## src/hdl/lpif_pkg.sv

```systemverilog
// LPIF link package: flit field widths, lane layout, flit struct, lane word union
package lpif_pkg;

  ////////////////////////////////////////////////////////////////////////////
  // Flit field widths

  localparam int STATE_W  = 4;
  localparam int PROTID_W = 2;
  localparam int DATA_W   = 128;
  localparam int CRC_W    = 4;

  // Whole flit, all fields packed back to back
  localparam int FLIT_W   = 141;

  ////////////////////////////////////////////////////////////////////////////
  // PHY lane layout

  localparam int LANE_W     = 80;
  // Lane 0 carries the low part of the flit word
  localparam int LANE0_BITS = 70;
  // Lane 1 takes whatever is left over
  localparam int LANE1_BITS = FLIT_W - LANE0_BITS;
  // Top bit of each lane is the strobe
  localparam int STB_BIT    = 79;
  // Marker pair sits right under the strobe
  localparam int MRK_LSB    = 77;
  localparam int MRK_W      = 2;

  // Online delay and strobe period values
  localparam int DELAY_W    = 16;

  ////////////////////////////////////////////////////////////////////////////
  // Flit and lane views

  // One LPIF channel beat, downstream or upstream
  typedef struct packed {
    logic [STATE_W-1:0]  state;
    logic [PROTID_W-1:0] protid;
    logic [DATA_W-1:0]   data;
    logic                dvalid;
    logic [CRC_W-1:0]    crc;
    logic                crc_valid;
    logic                valid;
  } lpif_flit_t;

  // Same word seen as the two lane payloads
  typedef struct packed {
    logic [LANE1_BITS-1:0] hi;
    logic [LANE0_BITS-1:0] lo;
  } lane_split_t;

  // Flit word, field view for pack/unpack, lane view for the lane map
  typedef union packed {
    lpif_flit_t  flit;
    lane_split_t lanes;
  } flit_word_u;

  // Link readiness and lane sideband bits
  typedef struct packed {
    logic             tx_online_dly;
    logic             rx_online_dly;
    logic             stb;
    logic [MRK_W-1:0] mrk;
  } link_ctl_t;

endpackage

```

## src/hdl/lpif_flit_pack.sv

```systemverilog
// Downstream flit pack: registers the LPIF downstream fields into the flit word
module lpif_flit_pack
  import lpif_pkg::*;
(
  input  logic       clk_wr,
  input  logic       reset,

  // Downstream LPIF channel
  input  lpif_flit_t dstrm,

  // Link readiness from sync
  input  link_ctl_t  ctl,

  // Word toward the lane map
  output flit_word_u tx_word
);

  ////////////////////////////////////////////////////////////////////////////
  // Field view register

  // Nothing leaves before the delayed tx online
  always_ff @(posedge clk_wr) begin
    if (reset || !ctl.tx_online_dly) begin
      tx_word.flit <= '0;
    end else begin
      // Field by field into the union
      tx_word.flit.state     <= dstrm.state;
      tx_word.flit.protid    <= dstrm.protid;
      tx_word.flit.data      <= dstrm.data;
      tx_word.flit.dvalid    <= dstrm.dvalid;
      tx_word.flit.crc       <= dstrm.crc;
      tx_word.flit.crc_valid <= dstrm.crc_valid;
      tx_word.flit.valid     <= dstrm.valid;
    end
  end

endmodule

```

## src/hdl/lpif_flit_unpack.sv

```systemverilog
// Upstream flit unpack: registers the received flit word into the LPIF upstream fields
module lpif_flit_unpack
  import lpif_pkg::*;
(
  input  logic       clk_wr,
  input  logic       reset,

  // Word rebuilt by the lane map
  input  flit_word_u rx_word,

  // Link readiness from sync
  input  link_ctl_t  ctl,

  // Upstream LPIF channel
  output lpif_flit_t ustrm
);

  ////////////////////////////////////////////////////////////////////////////
  // Upstream register

  // Held at zero until the delayed rx online
  always_ff @(posedge clk_wr) begin
    if (reset || !ctl.rx_online_dly) begin
      ustrm <= '0;
    end else begin
      ustrm.state     <= rx_word.flit.state;
      ustrm.protid    <= rx_word.flit.protid;
      ustrm.data      <= rx_word.flit.data;
      ustrm.dvalid    <= rx_word.flit.dvalid;
      ustrm.crc       <= rx_word.flit.crc;
      ustrm.crc_valid <= rx_word.flit.crc_valid;
      ustrm.valid     <= rx_word.flit.valid;
    end
  end

endmodule

```

## src/hdl/lpif_lane_map.sv

```systemverilog
// Lane map: flit word onto two PHY lanes with strobe/marker, and word recovery from rx lanes
module lpif_lane_map
  import lpif_pkg::*;
(
  input  logic              clk_wr,
  input  logic              reset,

  // Transmit side
  input  flit_word_u        tx_word,
  input  link_ctl_t         ctl,
  output logic [LANE_W-1:0] tx_phy0,
  output logic [LANE_W-1:0] tx_phy1,

  // Receive side
  input  logic [LANE_W-1:0] rx_phy0,
  input  logic [LANE_W-1:0] rx_phy1,
  output flit_word_u        rx_word
);

  logic [LANE_W-1:0] tx_lane0_d;
  logic [LANE_W-1:0] tx_lane1_d;

  // Payload arrives zero extended, so spare bits stay 0
  function automatic logic [LANE_W-1:0] build_lane(input logic [LANE_W-1:0] payload,
                                                   input link_ctl_t         c);
    logic [LANE_W-1:0] lane;
    lane                    = payload;
    lane[STB_BIT]           = c.stb;
    lane[MRK_LSB +: MRK_W]  = c.mrk;
    return lane;
  endfunction

  ////////////////////////////////////////////////////////////////////////////
  // Transmit lanes

  // Lane 0 low part, lane 1 high part
  always_comb begin
    tx_lane0_d = build_lane(LANE_W'(tx_word.lanes.lo), ctl);
    tx_lane1_d = build_lane(LANE_W'(tx_word.lanes.hi), ctl);
  end

  always_ff @(posedge clk_wr) begin
    if (reset) begin
      tx_phy0 <= '0;
      tx_phy1 <= '0;
    end else begin
      tx_phy0 <= tx_lane0_d;
      tx_phy1 <= tx_lane1_d;
    end
  end

  ////////////////////////////////////////////////////////////////////////////
  // Receive lanes

  // Only data bits come back; strobe and marker dropped here
  always_ff @(posedge clk_wr) begin
    if (reset) begin
      rx_word.lanes <= '0;
    end else begin
      rx_word.lanes.lo <= rx_phy0[LANE0_BITS-1:0];
      rx_word.lanes.hi <= rx_phy1[LANE1_BITS-1:0];
    end
  end

endmodule

```

## src/hdl/lpif_link_sync.sv

```systemverilog
// Link sync: tx/rx online delay counters, periodic strobe and word marker
module lpif_link_sync
  import lpif_pkg::*;
(
  input  logic               clk_wr,
  input  logic               reset,
  input  logic               tx_online,
  input  logic               rx_online,
  input  logic [DELAY_W-1:0] delay_x_value,
  input  logic [DELAY_W-1:0] delay_y_value,
  input  logic [DELAY_W-1:0] delay_z_value,
  output link_ctl_t          ctl
);

  logic [DELAY_W-1:0] tx_cnt;
  logic [DELAY_W-1:0] rx_cnt;
  logic [DELAY_W-1:0] tx_cnt_nxt;
  logic [DELAY_W-1:0] rx_cnt_nxt;
  logic               tx_dly;
  logic               rx_dly;
  logic [DELAY_W-1:0] stb_cnt;
  logic [DELAY_W:0]   stb_cnt_inc;

  // Count up to the limit, then hold
  function automatic logic [DELAY_W-1:0] sat_next(input logic [DELAY_W-1:0] cnt,
                                                  input logic [DELAY_W-1:0] limit);
    if (cnt >= limit) begin
      return cnt;
    end
    return cnt + 1'b1;
  endfunction

  ////////////////////////////////////////////////////////////////////////////
  // Online delays

  assign tx_cnt_nxt = sat_next(tx_cnt, delay_y_value);
  assign rx_cnt_nxt = sat_next(rx_cnt, delay_x_value);

  // Delay restarts as soon as the raw online drops
  always_ff @(posedge clk_wr) begin
    if (reset || !tx_online) begin
      tx_cnt <= '0;
      tx_dly <= 1'b0;
    end else begin
      tx_cnt <= tx_cnt_nxt;
      tx_dly <= (tx_cnt_nxt >= delay_y_value);
    end
  end

  always_ff @(posedge clk_wr) begin
    if (reset || !rx_online) begin
      rx_cnt <= '0;
      rx_dly <= 1'b0;
    end else begin
      rx_cnt <= rx_cnt_nxt;
      rx_dly <= (rx_cnt_nxt >= delay_x_value);
    end
  end

  ////////////////////////////////////////////////////////////////////////////
  // Strobe period

  // Extra bit so the increment cannot wrap before the compare
  assign stb_cnt_inc = {1'b0, stb_cnt} + 1'b1;

  // Modulo delay_z count; zero period keeps it parked at 0
  always_ff @(posedge clk_wr) begin
    if (reset || !tx_dly) begin
      stb_cnt <= '0;
    end else if (stb_cnt_inc >= {1'b0, delay_z_value}) begin
      stb_cnt <= '0;
    end else begin
      stb_cnt <= stb_cnt_inc[DELAY_W-1:0];
    end
  end

  // Sideband out, all decoded from registered state
  always_comb begin
    ctl.tx_online_dly = tx_dly;
    ctl.rx_online_dly = rx_dly;
    ctl.stb           = tx_dly && (stb_cnt == '0);
    // Marker held at one, every word is complete
    ctl.mrk           = tx_dly ? MRK_W'(1) : '0;
  end

endmodule

```

## src/hdl/lpif_master_top.sv

```systemverilog
// LPIF x2 master top: link sync, flit pack, lane map, flit unpack and debug status
module lpif_master_top
  import lpif_pkg::*;
(
  input  logic               clk_wr,
  input  logic               reset,

  // Link control
  input  logic               tx_online,
  input  logic               rx_online,
  input  logic [DELAY_W-1:0] delay_x_value,
  input  logic [DELAY_W-1:0] delay_y_value,
  input  logic [DELAY_W-1:0] delay_z_value,

  // PHY lanes
  output logic [LANE_W-1:0]  tx_phy0,
  output logic [LANE_W-1:0]  tx_phy1,
  input  logic [LANE_W-1:0]  rx_phy0,
  input  logic [LANE_W-1:0]  rx_phy1,

  // LPIF channels
  input  lpif_flit_t         dstrm,
  output lpif_flit_t         ustrm,

  // Debug status
  output logic [31:0]        tx_downstream_debug_status,
  output logic [31:0]        rx_upstream_debug_status
);

  link_ctl_t  ctl;
  flit_word_u tx_word;
  flit_word_u rx_word;

  ////////////////////////////////////////////////////////////////////////////
  // Sync and debug

  lpif_link_sync i_link_sync (
    .clk_wr        (clk_wr),
    .reset         (reset),
    .tx_online     (tx_online),
    .rx_online     (rx_online),
    .delay_x_value (delay_x_value),
    .delay_y_value (delay_y_value),
    .delay_z_value (delay_z_value),
    .ctl           (ctl)
  );

  // Bit 19 tx online, bit 18 rx online
  assign tx_downstream_debug_status = {12'h0, ctl.tx_online_dly, ctl.rx_online_dly, 18'h0};
  assign rx_upstream_debug_status   = {12'h0, ctl.tx_online_dly, ctl.rx_online_dly, 18'h0};

  ////////////////////////////////////////////////////////////////////////////
  // Data path

  lpif_flit_pack i_flit_pack (
    .clk_wr  (clk_wr),
    .reset   (reset),
    .dstrm   (dstrm),
    .ctl     (ctl),
    .tx_word (tx_word)
  );

  lpif_lane_map i_lane_map (
    .clk_wr  (clk_wr),
    .reset   (reset),
    .tx_word (tx_word),
    .ctl     (ctl),
    .tx_phy0 (tx_phy0),
    .tx_phy1 (tx_phy1),
    .rx_phy0 (rx_phy0),
    .rx_phy1 (rx_phy1),
    .rx_word (rx_word)
  );

  lpif_flit_unpack i_flit_unpack (
    .clk_wr  (clk_wr),
    .reset   (reset),
    .rx_word (rx_word),
    .ctl     (ctl),
    .ustrm   (ustrm)
  );

endmodule

```

## config.mk

```make
export PLATFORM = sky130hd
export DESIGN_NAME = lpif_master_top
export DESIGN_NICKNAME = d
export VERILOG_FILES = /design/src/hdl/lpif_pkg.sv /design/src/hdl/lpif_flit_pack.sv /design/src/hdl/lpif_flit_unpack.sv /design/src/hdl/lpif_lane_map.sv /design/src/hdl/lpif_link_sync.sv /design/src/hdl/lpif_master_top.sv
export SDC_FILE = /design/constraint.sdc
export NUM_CORES = 1
export LEC_CHECK = 0
export ABC_AREA = 0
export BUFFER_PORTS_ARGS = -buffer_cell sky130_fd_sc_hd__buf_2
export CAP_MARGIN = 20
export CORE_AREA = 2 2 281 283
export DETAILED_ROUTE_END_ITERATION = 12
export DIE_AREA = 0 0 283 285
export PLACE_DENSITY = 0.48
export SYNTH_ARGS = -nofsm -noshare
export SYNTH_HDL_FRONTEND = slang
export SYNTH_SLANG_ARGS = --single-unit
```

## constraint.sdc

```tcl
create_clock -name clk_wr -period 5.43 [get_ports clk_wr]
set_input_delay 0.543 -clock clk_wr [delete_from_list [all_inputs] [get_ports clk_wr]]
set_output_delay 0.543 -clock clk_wr [all_outputs]
set_load 0.05 [all_outputs]
```

## Yosys cells after proc, flatten, opt, wreduce, memory -nomap -nowiden

Index checks and enable logic that the tools add are counted.
W data, S select, Z words.

- Logic and storage cells: 44
- Register bits after elaboration: 633
- Input bits: 353
- Output and inout bits: 365

- Mux-type cells: 7
- Reductions and logical operators: 11
- Order comparisons: 5
- Add/subtract/negate cells: 3

Operators with widths:

| cell | number |
|---|---|
| $ge A16 B16 Y1 | 4 |
| $mux W16 | 4 |
| $add A16 B1 Y16 const B | 2 |
| $add A16 B1 Y17 const B | 1 |
| $ge A17 B16 Y1 | 1 |
| $logic_not A16 Y1 | 1 |
| $logic_not A1 Y1 | 4 |
| $logic_or A1 B1 Y1 | 4 |
| $mux W1 | 3 |
| $reduce_or A2 Y1 | 1 |
| $logic_and A1 B1 Y1 | 1 |

## Depth between registers and ports, before layout

- Word-level depth: 4
- Gate-level depth with buffers: 15
- Gate-level depth less buffers: 14

## By module

From an unflattened synthesis, not the netlist that was laid out.

- Cells, all modules: 1834
- Area total of the unflattened synthesis: 21281.7 µm²

Modules (own cells, without submodules):

| module | sequential area each (µm²) | times used | cells each | area each (µm²) |
|---|---|---|---|---|
| lpif_lane_map | 5705.5 | 1 | 618 | 7763.7 |
| lpif_link_sync | 1001.0 | 1 | 529 | 4395.5 |
| lpif_flit_pack | 2822.7 | 1 | 312 | 4326.6 |
| lpif_flit_unpack | 2822.7 | 1 | 312 | 4326.6 |
| lpif_master_top | 0.0 | 1 | 63 | 469.2 |

## Worst setup path after synthesis

OpenSTA, ideal clock, no wires.

- Path kind: in2reg
- Start point: input delay_y_value[9]
- End point: register i_link_sync.tx_dly
- Required time: 5.315 ns
- Setup time: 0.115 ns
- Path slack: 2.017 ns
- Cell stages on the path: 14
- Buffers on the path: 0
- Arrival: 3.298 ns
- Cells stage by stage: inv_1 -> ha_1 -> a21o_1 -> a221o_1 -> a2111oi_4 -> o21ai_2 -> or3_1 -> nand2_1 -> ha_1 -> a21o_1 -> a21o_1 -> a21oi_1 -> nand2_1 -> o21a_1

- Cells in the longest elaborated chain, start to end: 4

Ends and longest elaborated chain:

| item | line | source |
|---|---|---|
| start, declared | lpif_master_top.sv:12 | `input logic [DELAY_W-1:0] delay_y_value,` |
| $ge A16 B16 Y1 | lpif_link_sync.sv:27 | `if (cnt >= limit) begin` |
| $mux W1 | lpif_link_sync.sv:27 |  |
| $mux W16 | lpif_link_sync.sv:30 | `return cnt + 1'b1;` |
| via i_link_sync.tx_cnt_nxt[13] | lpif_link_sync.sv:17 | `logic [DELAY_W-1:0] tx_cnt_nxt;` |
| $ge A16 B16 Y1 | lpif_link_sync.sv:46 | `tx_dly <= (tx_cnt_nxt >= delay_y_value);` |
| end signal, assigned | lpif_link_sync.sv:46 |  |
| end, declared | lpif_link_sync.sv:19 | `logic tx_dly;` |

The timed path passes the listed nets, and every way through them passes these cells.
A chain may end at the register's enable or synchronous reset.

## Worst setup path in the final report

- Start point: register i_link_sync.tx_cnt[9]
- End point: register i_link_sync.tx_dly

- Cells in the longest elaborated chain, start to end: 4
- Elaborated cells on any way between the ends: 6
- Those cells by class: add/sub: 1; order compare: 2; mux: 3

Ends and longest elaborated chain:

| item | line | source |
|---|---|---|
| start, declared | lpif_link_sync.sv:15 | `logic [DELAY_W-1:0] tx_cnt;` |
| start signal, assigned | lpif_link_sync.sv:45 | `tx_cnt <= tx_cnt_nxt;` |
| $ge A16 B16 Y1 | lpif_link_sync.sv:27 |  |
| $mux W1 | lpif_link_sync.sv:27 |  |
| $mux W16 | lpif_link_sync.sv:30 |  |
| via i_link_sync.tx_cnt_nxt[3] | lpif_link_sync.sv:17 |  |
| $ge A16 B16 Y1 | lpif_link_sync.sv:46 |  |

The timed path passes the listed nets, and every way through them passes these cells. The select of a mux whose other input is x is not followed.

==> out/results.txt <==
Share of post-route cells with drive strength above 1 -> 30.4%
Boundary pin count -> 718
Horiz. Die Dim -> 283 µm
Number of synthesized flops with an enable pin -> 0
Peak VDD IR -> 0.187 mV
Chip height -> 285 µm
Finished Layout Cells -> 3545
Comb power frac -> 3.8%
Critical Path Sink Type -> flop
Floorplan row count -> 103
Iteration-0 DRC Markers -> 439
Total GRT Usage -> 12.8%
Combinational family with the most area after synthesis -> simple AND/OR/NAND/NOR gates
Post-Synth Adder-Cell Area -> 5.23%
Switching Share -> 22.3%
Post-Syn Area per Cell -> 11.1 µm²
HPWL after DPL -> 39.4 mm
Number of synthesis warnings -> 0
Gpl congestion -> 0.810
Core ar. -> 78000 µm²
Routed vias -> 13813
Synth Area in Simple Gates -> 22.7%
Gr ovfl total -> 0
Bufs on Longest Clock Path -> 3
Total power -> 9.89 mW
Setup WS pre-CTS -> 1.45 ns
Synth Register Bits -> 616
Clk pwr share -> 49.8%
Skew-Pair Late Insertion Delay -> 0.60 ns
Max-slew violations -> 0
H-tree Lvls -> 3
Clk sinks -> 616
DRT Wirelength -> 53.2 mm
TritonCTS clock tree -> done
Worst clock skew -> 0.0263 ns
Critical path fanouts, max -> 10
Compound-Gate Fraction of Synth Area -> 3.17%
Crit share post-route -> 68.4%
Final Hold Viols -> 0
Flop pwr share -> 46.4%
Worst-margin pin slew -> 0.956 ns
Initial core utilization -> 25.7%
Setup violators final -> 0
Required time of the critical path -> 5.91 ns
Synthesis-to-finish area growth -> 32.0%
Residual DRC -> 0
Final worst setup slack -> 1.72 ns
Setup TNS -> 0 ns
Post-CTS setup buffer count -> 0
HP Class -> input pin to flop
Mapped Area -> 20100 µm²
Post-CTS sizing -> 0
Setup Crit Path Kind -> flop to flop
RSZ-0062 raised after global routing -> no
Slew HR -> 36.2%
Initial antenna violation count -> 14
CP arrival -> 4.19 ns
XOR/XNOR Fraction of Synth Area -> 1.53%
Reported net switching power -> 2.20 mW
DP Cell Count -> 3415
Pin count of the biggest net entering global routing -> 176
Global-route wire length before repair -> 80.8 mm
Most frequent cells in the layout -> 622 x buf_2, 616 x dfxtp_1, 298 x nor2b_1, 287 x and2_1, 84 x ha_1
Pint -> 7.68 mW
Instance count of the mapped netlist -> 1811
Final Critical Period -> 3.71 ns
Fmax -> 0.269 GHz
Pre-antenna DRT Iters -> 6
Number of max-cap violations -> 0
WL per Instance -> 15.0 µm
Pwr per Cell Area -> 373 nW/µm²
Clk pin slew, worst setup/hold paths -> 0.06 ns
Post-synth cell types -> 45
ANT nets after route -> 0
Reg2reg setup slack -> 1.72 ns
# hold bufs at CTS -> 0
Die ar. -> 80700 µm²
Post-synthesis mux area share -> 0.511%
Vias per cell -> 3.90
Nets -> 2876
Number of global-route vias before repair -> 13932
Register area share after synthesis -> 61.4%
Startpoint types -> flop
# port buffers -> 623
Most common cell after layout, fill and taps aside -> buf_2
Primary FF master, synth -> dfxtp_1
Leakage Power -> 12.7 nW
Num CTS Buffers -> 72
FFs w/ async S/R, synth -> 0%
Outcome -> complete, no violations
CTS Root Cell -> clkbuf_16
[registers in the layout, summed over array words and instances (netlist names)]
register,flops
i_flit_pack.tx_word,141
i_flit_unpack.ustrm,141
i_lane_map.rx_word,141
i_lane_map.tx_phy0,70
i_lane_map.tx_phy1,73
i_link_sync.rx_cnt,16
i_link_sync.rx_dly,1
i_link_sync.stb_cnt,16
i_link_sync.tx_cnt,16
i_link_sync.tx_dly,1
[final timing paths]
check	startpoint	endpoint	depth (start not counted)
worst min register to register	i_lane_map.rx_word[38]$_SDFF_PP0_	i_flit_unpack.ustrm[38]$_SDFF_PP0_	1
worst max-delay path	i_link_sync.tx_cnt[9]$_SDFF_PP0_	i_link_sync.tx_dly$_SDFF_PP0_	13
worst min-delay path	dstrm[135]	i_flit_pack.tx_word[135]$_SDFF_PP0_	2
worst max register to register	i_link_sync.tx_cnt[9]$_SDFF_PP0_	i_link_sync.tx_dly$_SDFF_PP0_	13
[cell usage after synthesis, types with 2 or more instances]
| master | number | share of area (%) |
|---|---|---|
| or3_1 | 7 | 0.22 |
| and3_1 | 12 | 0.37 |
| ha_1 | 84 | 5.2 |
| nor2b_1 | 300 | 9.3 |
| nor4_1 | 9 | 0.28 |
| mux2i_1 | 8 | 0.40 |
| a2111oi_0 | 2 | 0.087 |
| inv_1 | 56 | 1.0 |
| mux2_2 | 2 | 0.11 |
| xnor2_1 | 17 | 0.74 |
| nor3_1 | 4 | 0.10 |
| nand3_1 | 19 | 0.47 |
| o21ai_2 | 3 | 0.13 |
| o21a_1 | 4 | 0.15 |
| a211oi_1 | 5 | 0.19 |
| o21bai_1 | 3 | 0.11 |
| and2_1 | 287 | 8.9 |
| nand4_1 | 14 | 0.44 |
| o211ai_1 | 4 | 0.15 |
| a21o_1 | 13 | 0.49 |
| o2111ai_1 | 2 | 0.087 |
| o21ai_0 | 20 | 0.50 |
| or4_1 | 7 | 0.26 |
| and4_1 | 2 | 0.087 |
| nor3_2 | 2 | 0.10 |
| nand2_1 | 58 | 1.1 |
| o31ai_1 | 3 | 0.11 |
| xor2_1 | 18 | 0.79 |
| nand2b_1 | 11 | 0.34 |
| buf_4 | 81 | 3.0 |
| clkbuf_1 | 68 | 1.3 |
| dfxtp_1 | 616 | 61 |
| nor2_1 | 24 | 0.45 |
| a21oi_1 | 35 | 0.87 |
[power groups by stage]
stage	Clock [mW]	Sequential (mW)	Combinational, mW
floorplan	0	4.68	0.267
global placement	0	4.69	0.369
detailed placement	0	4.69	0.374
CTS	5.10	4.59	0.377
global route	5.30	4.59	0.411
finish	4.93	4.59	0.371
[per-layer routing]
metal / wire, µm / track usage, % / vias up
met5: 69 / 0 / -
met4: 1240 / 4.08 / 12
met3: 4650 / 5.08 / 96
met2: 25800 / 22.1 / 486
met1: 21400 / 14.4 / 6373
li1: - / - / 6846
[per-stage QoR]
| stage | cell area [µm²] | hold WS, ns | utilization [%] |
|---|---|---|---|
| 2_1_floorplan | 20400 | 0.406 | - |
| 3_3_place_gp | 24000 | 0.407 | 30.8 |
| 3_5_place_dp | 24000 | 0.410 | 30.8 |
| 4_1_cts | 26500 | 0.0803 | 34.0 |
| 5_1_grt | 26500 | 0.0965 | 34.0 |
| 6_report | 26500 | 0.133 | 34.0 |
[worst max-delay path, cell delays in order (launching register included)]
cell       delay, ns
dfxtp_1         0.43
ha_1            0.28
a21o_1          0.18
a221o_1         0.37
a21oi_1         0.35
o21ai_2         0.27
nor2_1          0.24
xor2_1          0.20
ha_1            0.27
a2111oi_0       0.37
o21ai_0         0.19
o2111ai_1       0.15
a21oi_1         0.11
o21a_1          0.19
[cell families after synthesis]
logic type,after synthesis
buffers and inverters,206
flip-flops,616
AO/OA/AOI/OAI,99
XOR/XNOR,35
adder cells (fa/ha/maj),84
other,1
multiplexers,10
AND/OR/NAND/NOR,760
[area by class of cell]
cell class | count | area, µm²
Sequential cell | 616 | 12300
Tap cell | 1050 | 1310
Inverter | 56 | 210
Fill cell | 7972 | 51500
Clock buffer | 96 | 2040
Multi-Input combinational cell | 1063 | 6950
Antenna cell | 4 | 10.0
Timing Repair Buffer | 630 | 3200
Clock inverter | 30 | 435
No activity file was read; power rests on OpenSTA's default activity.
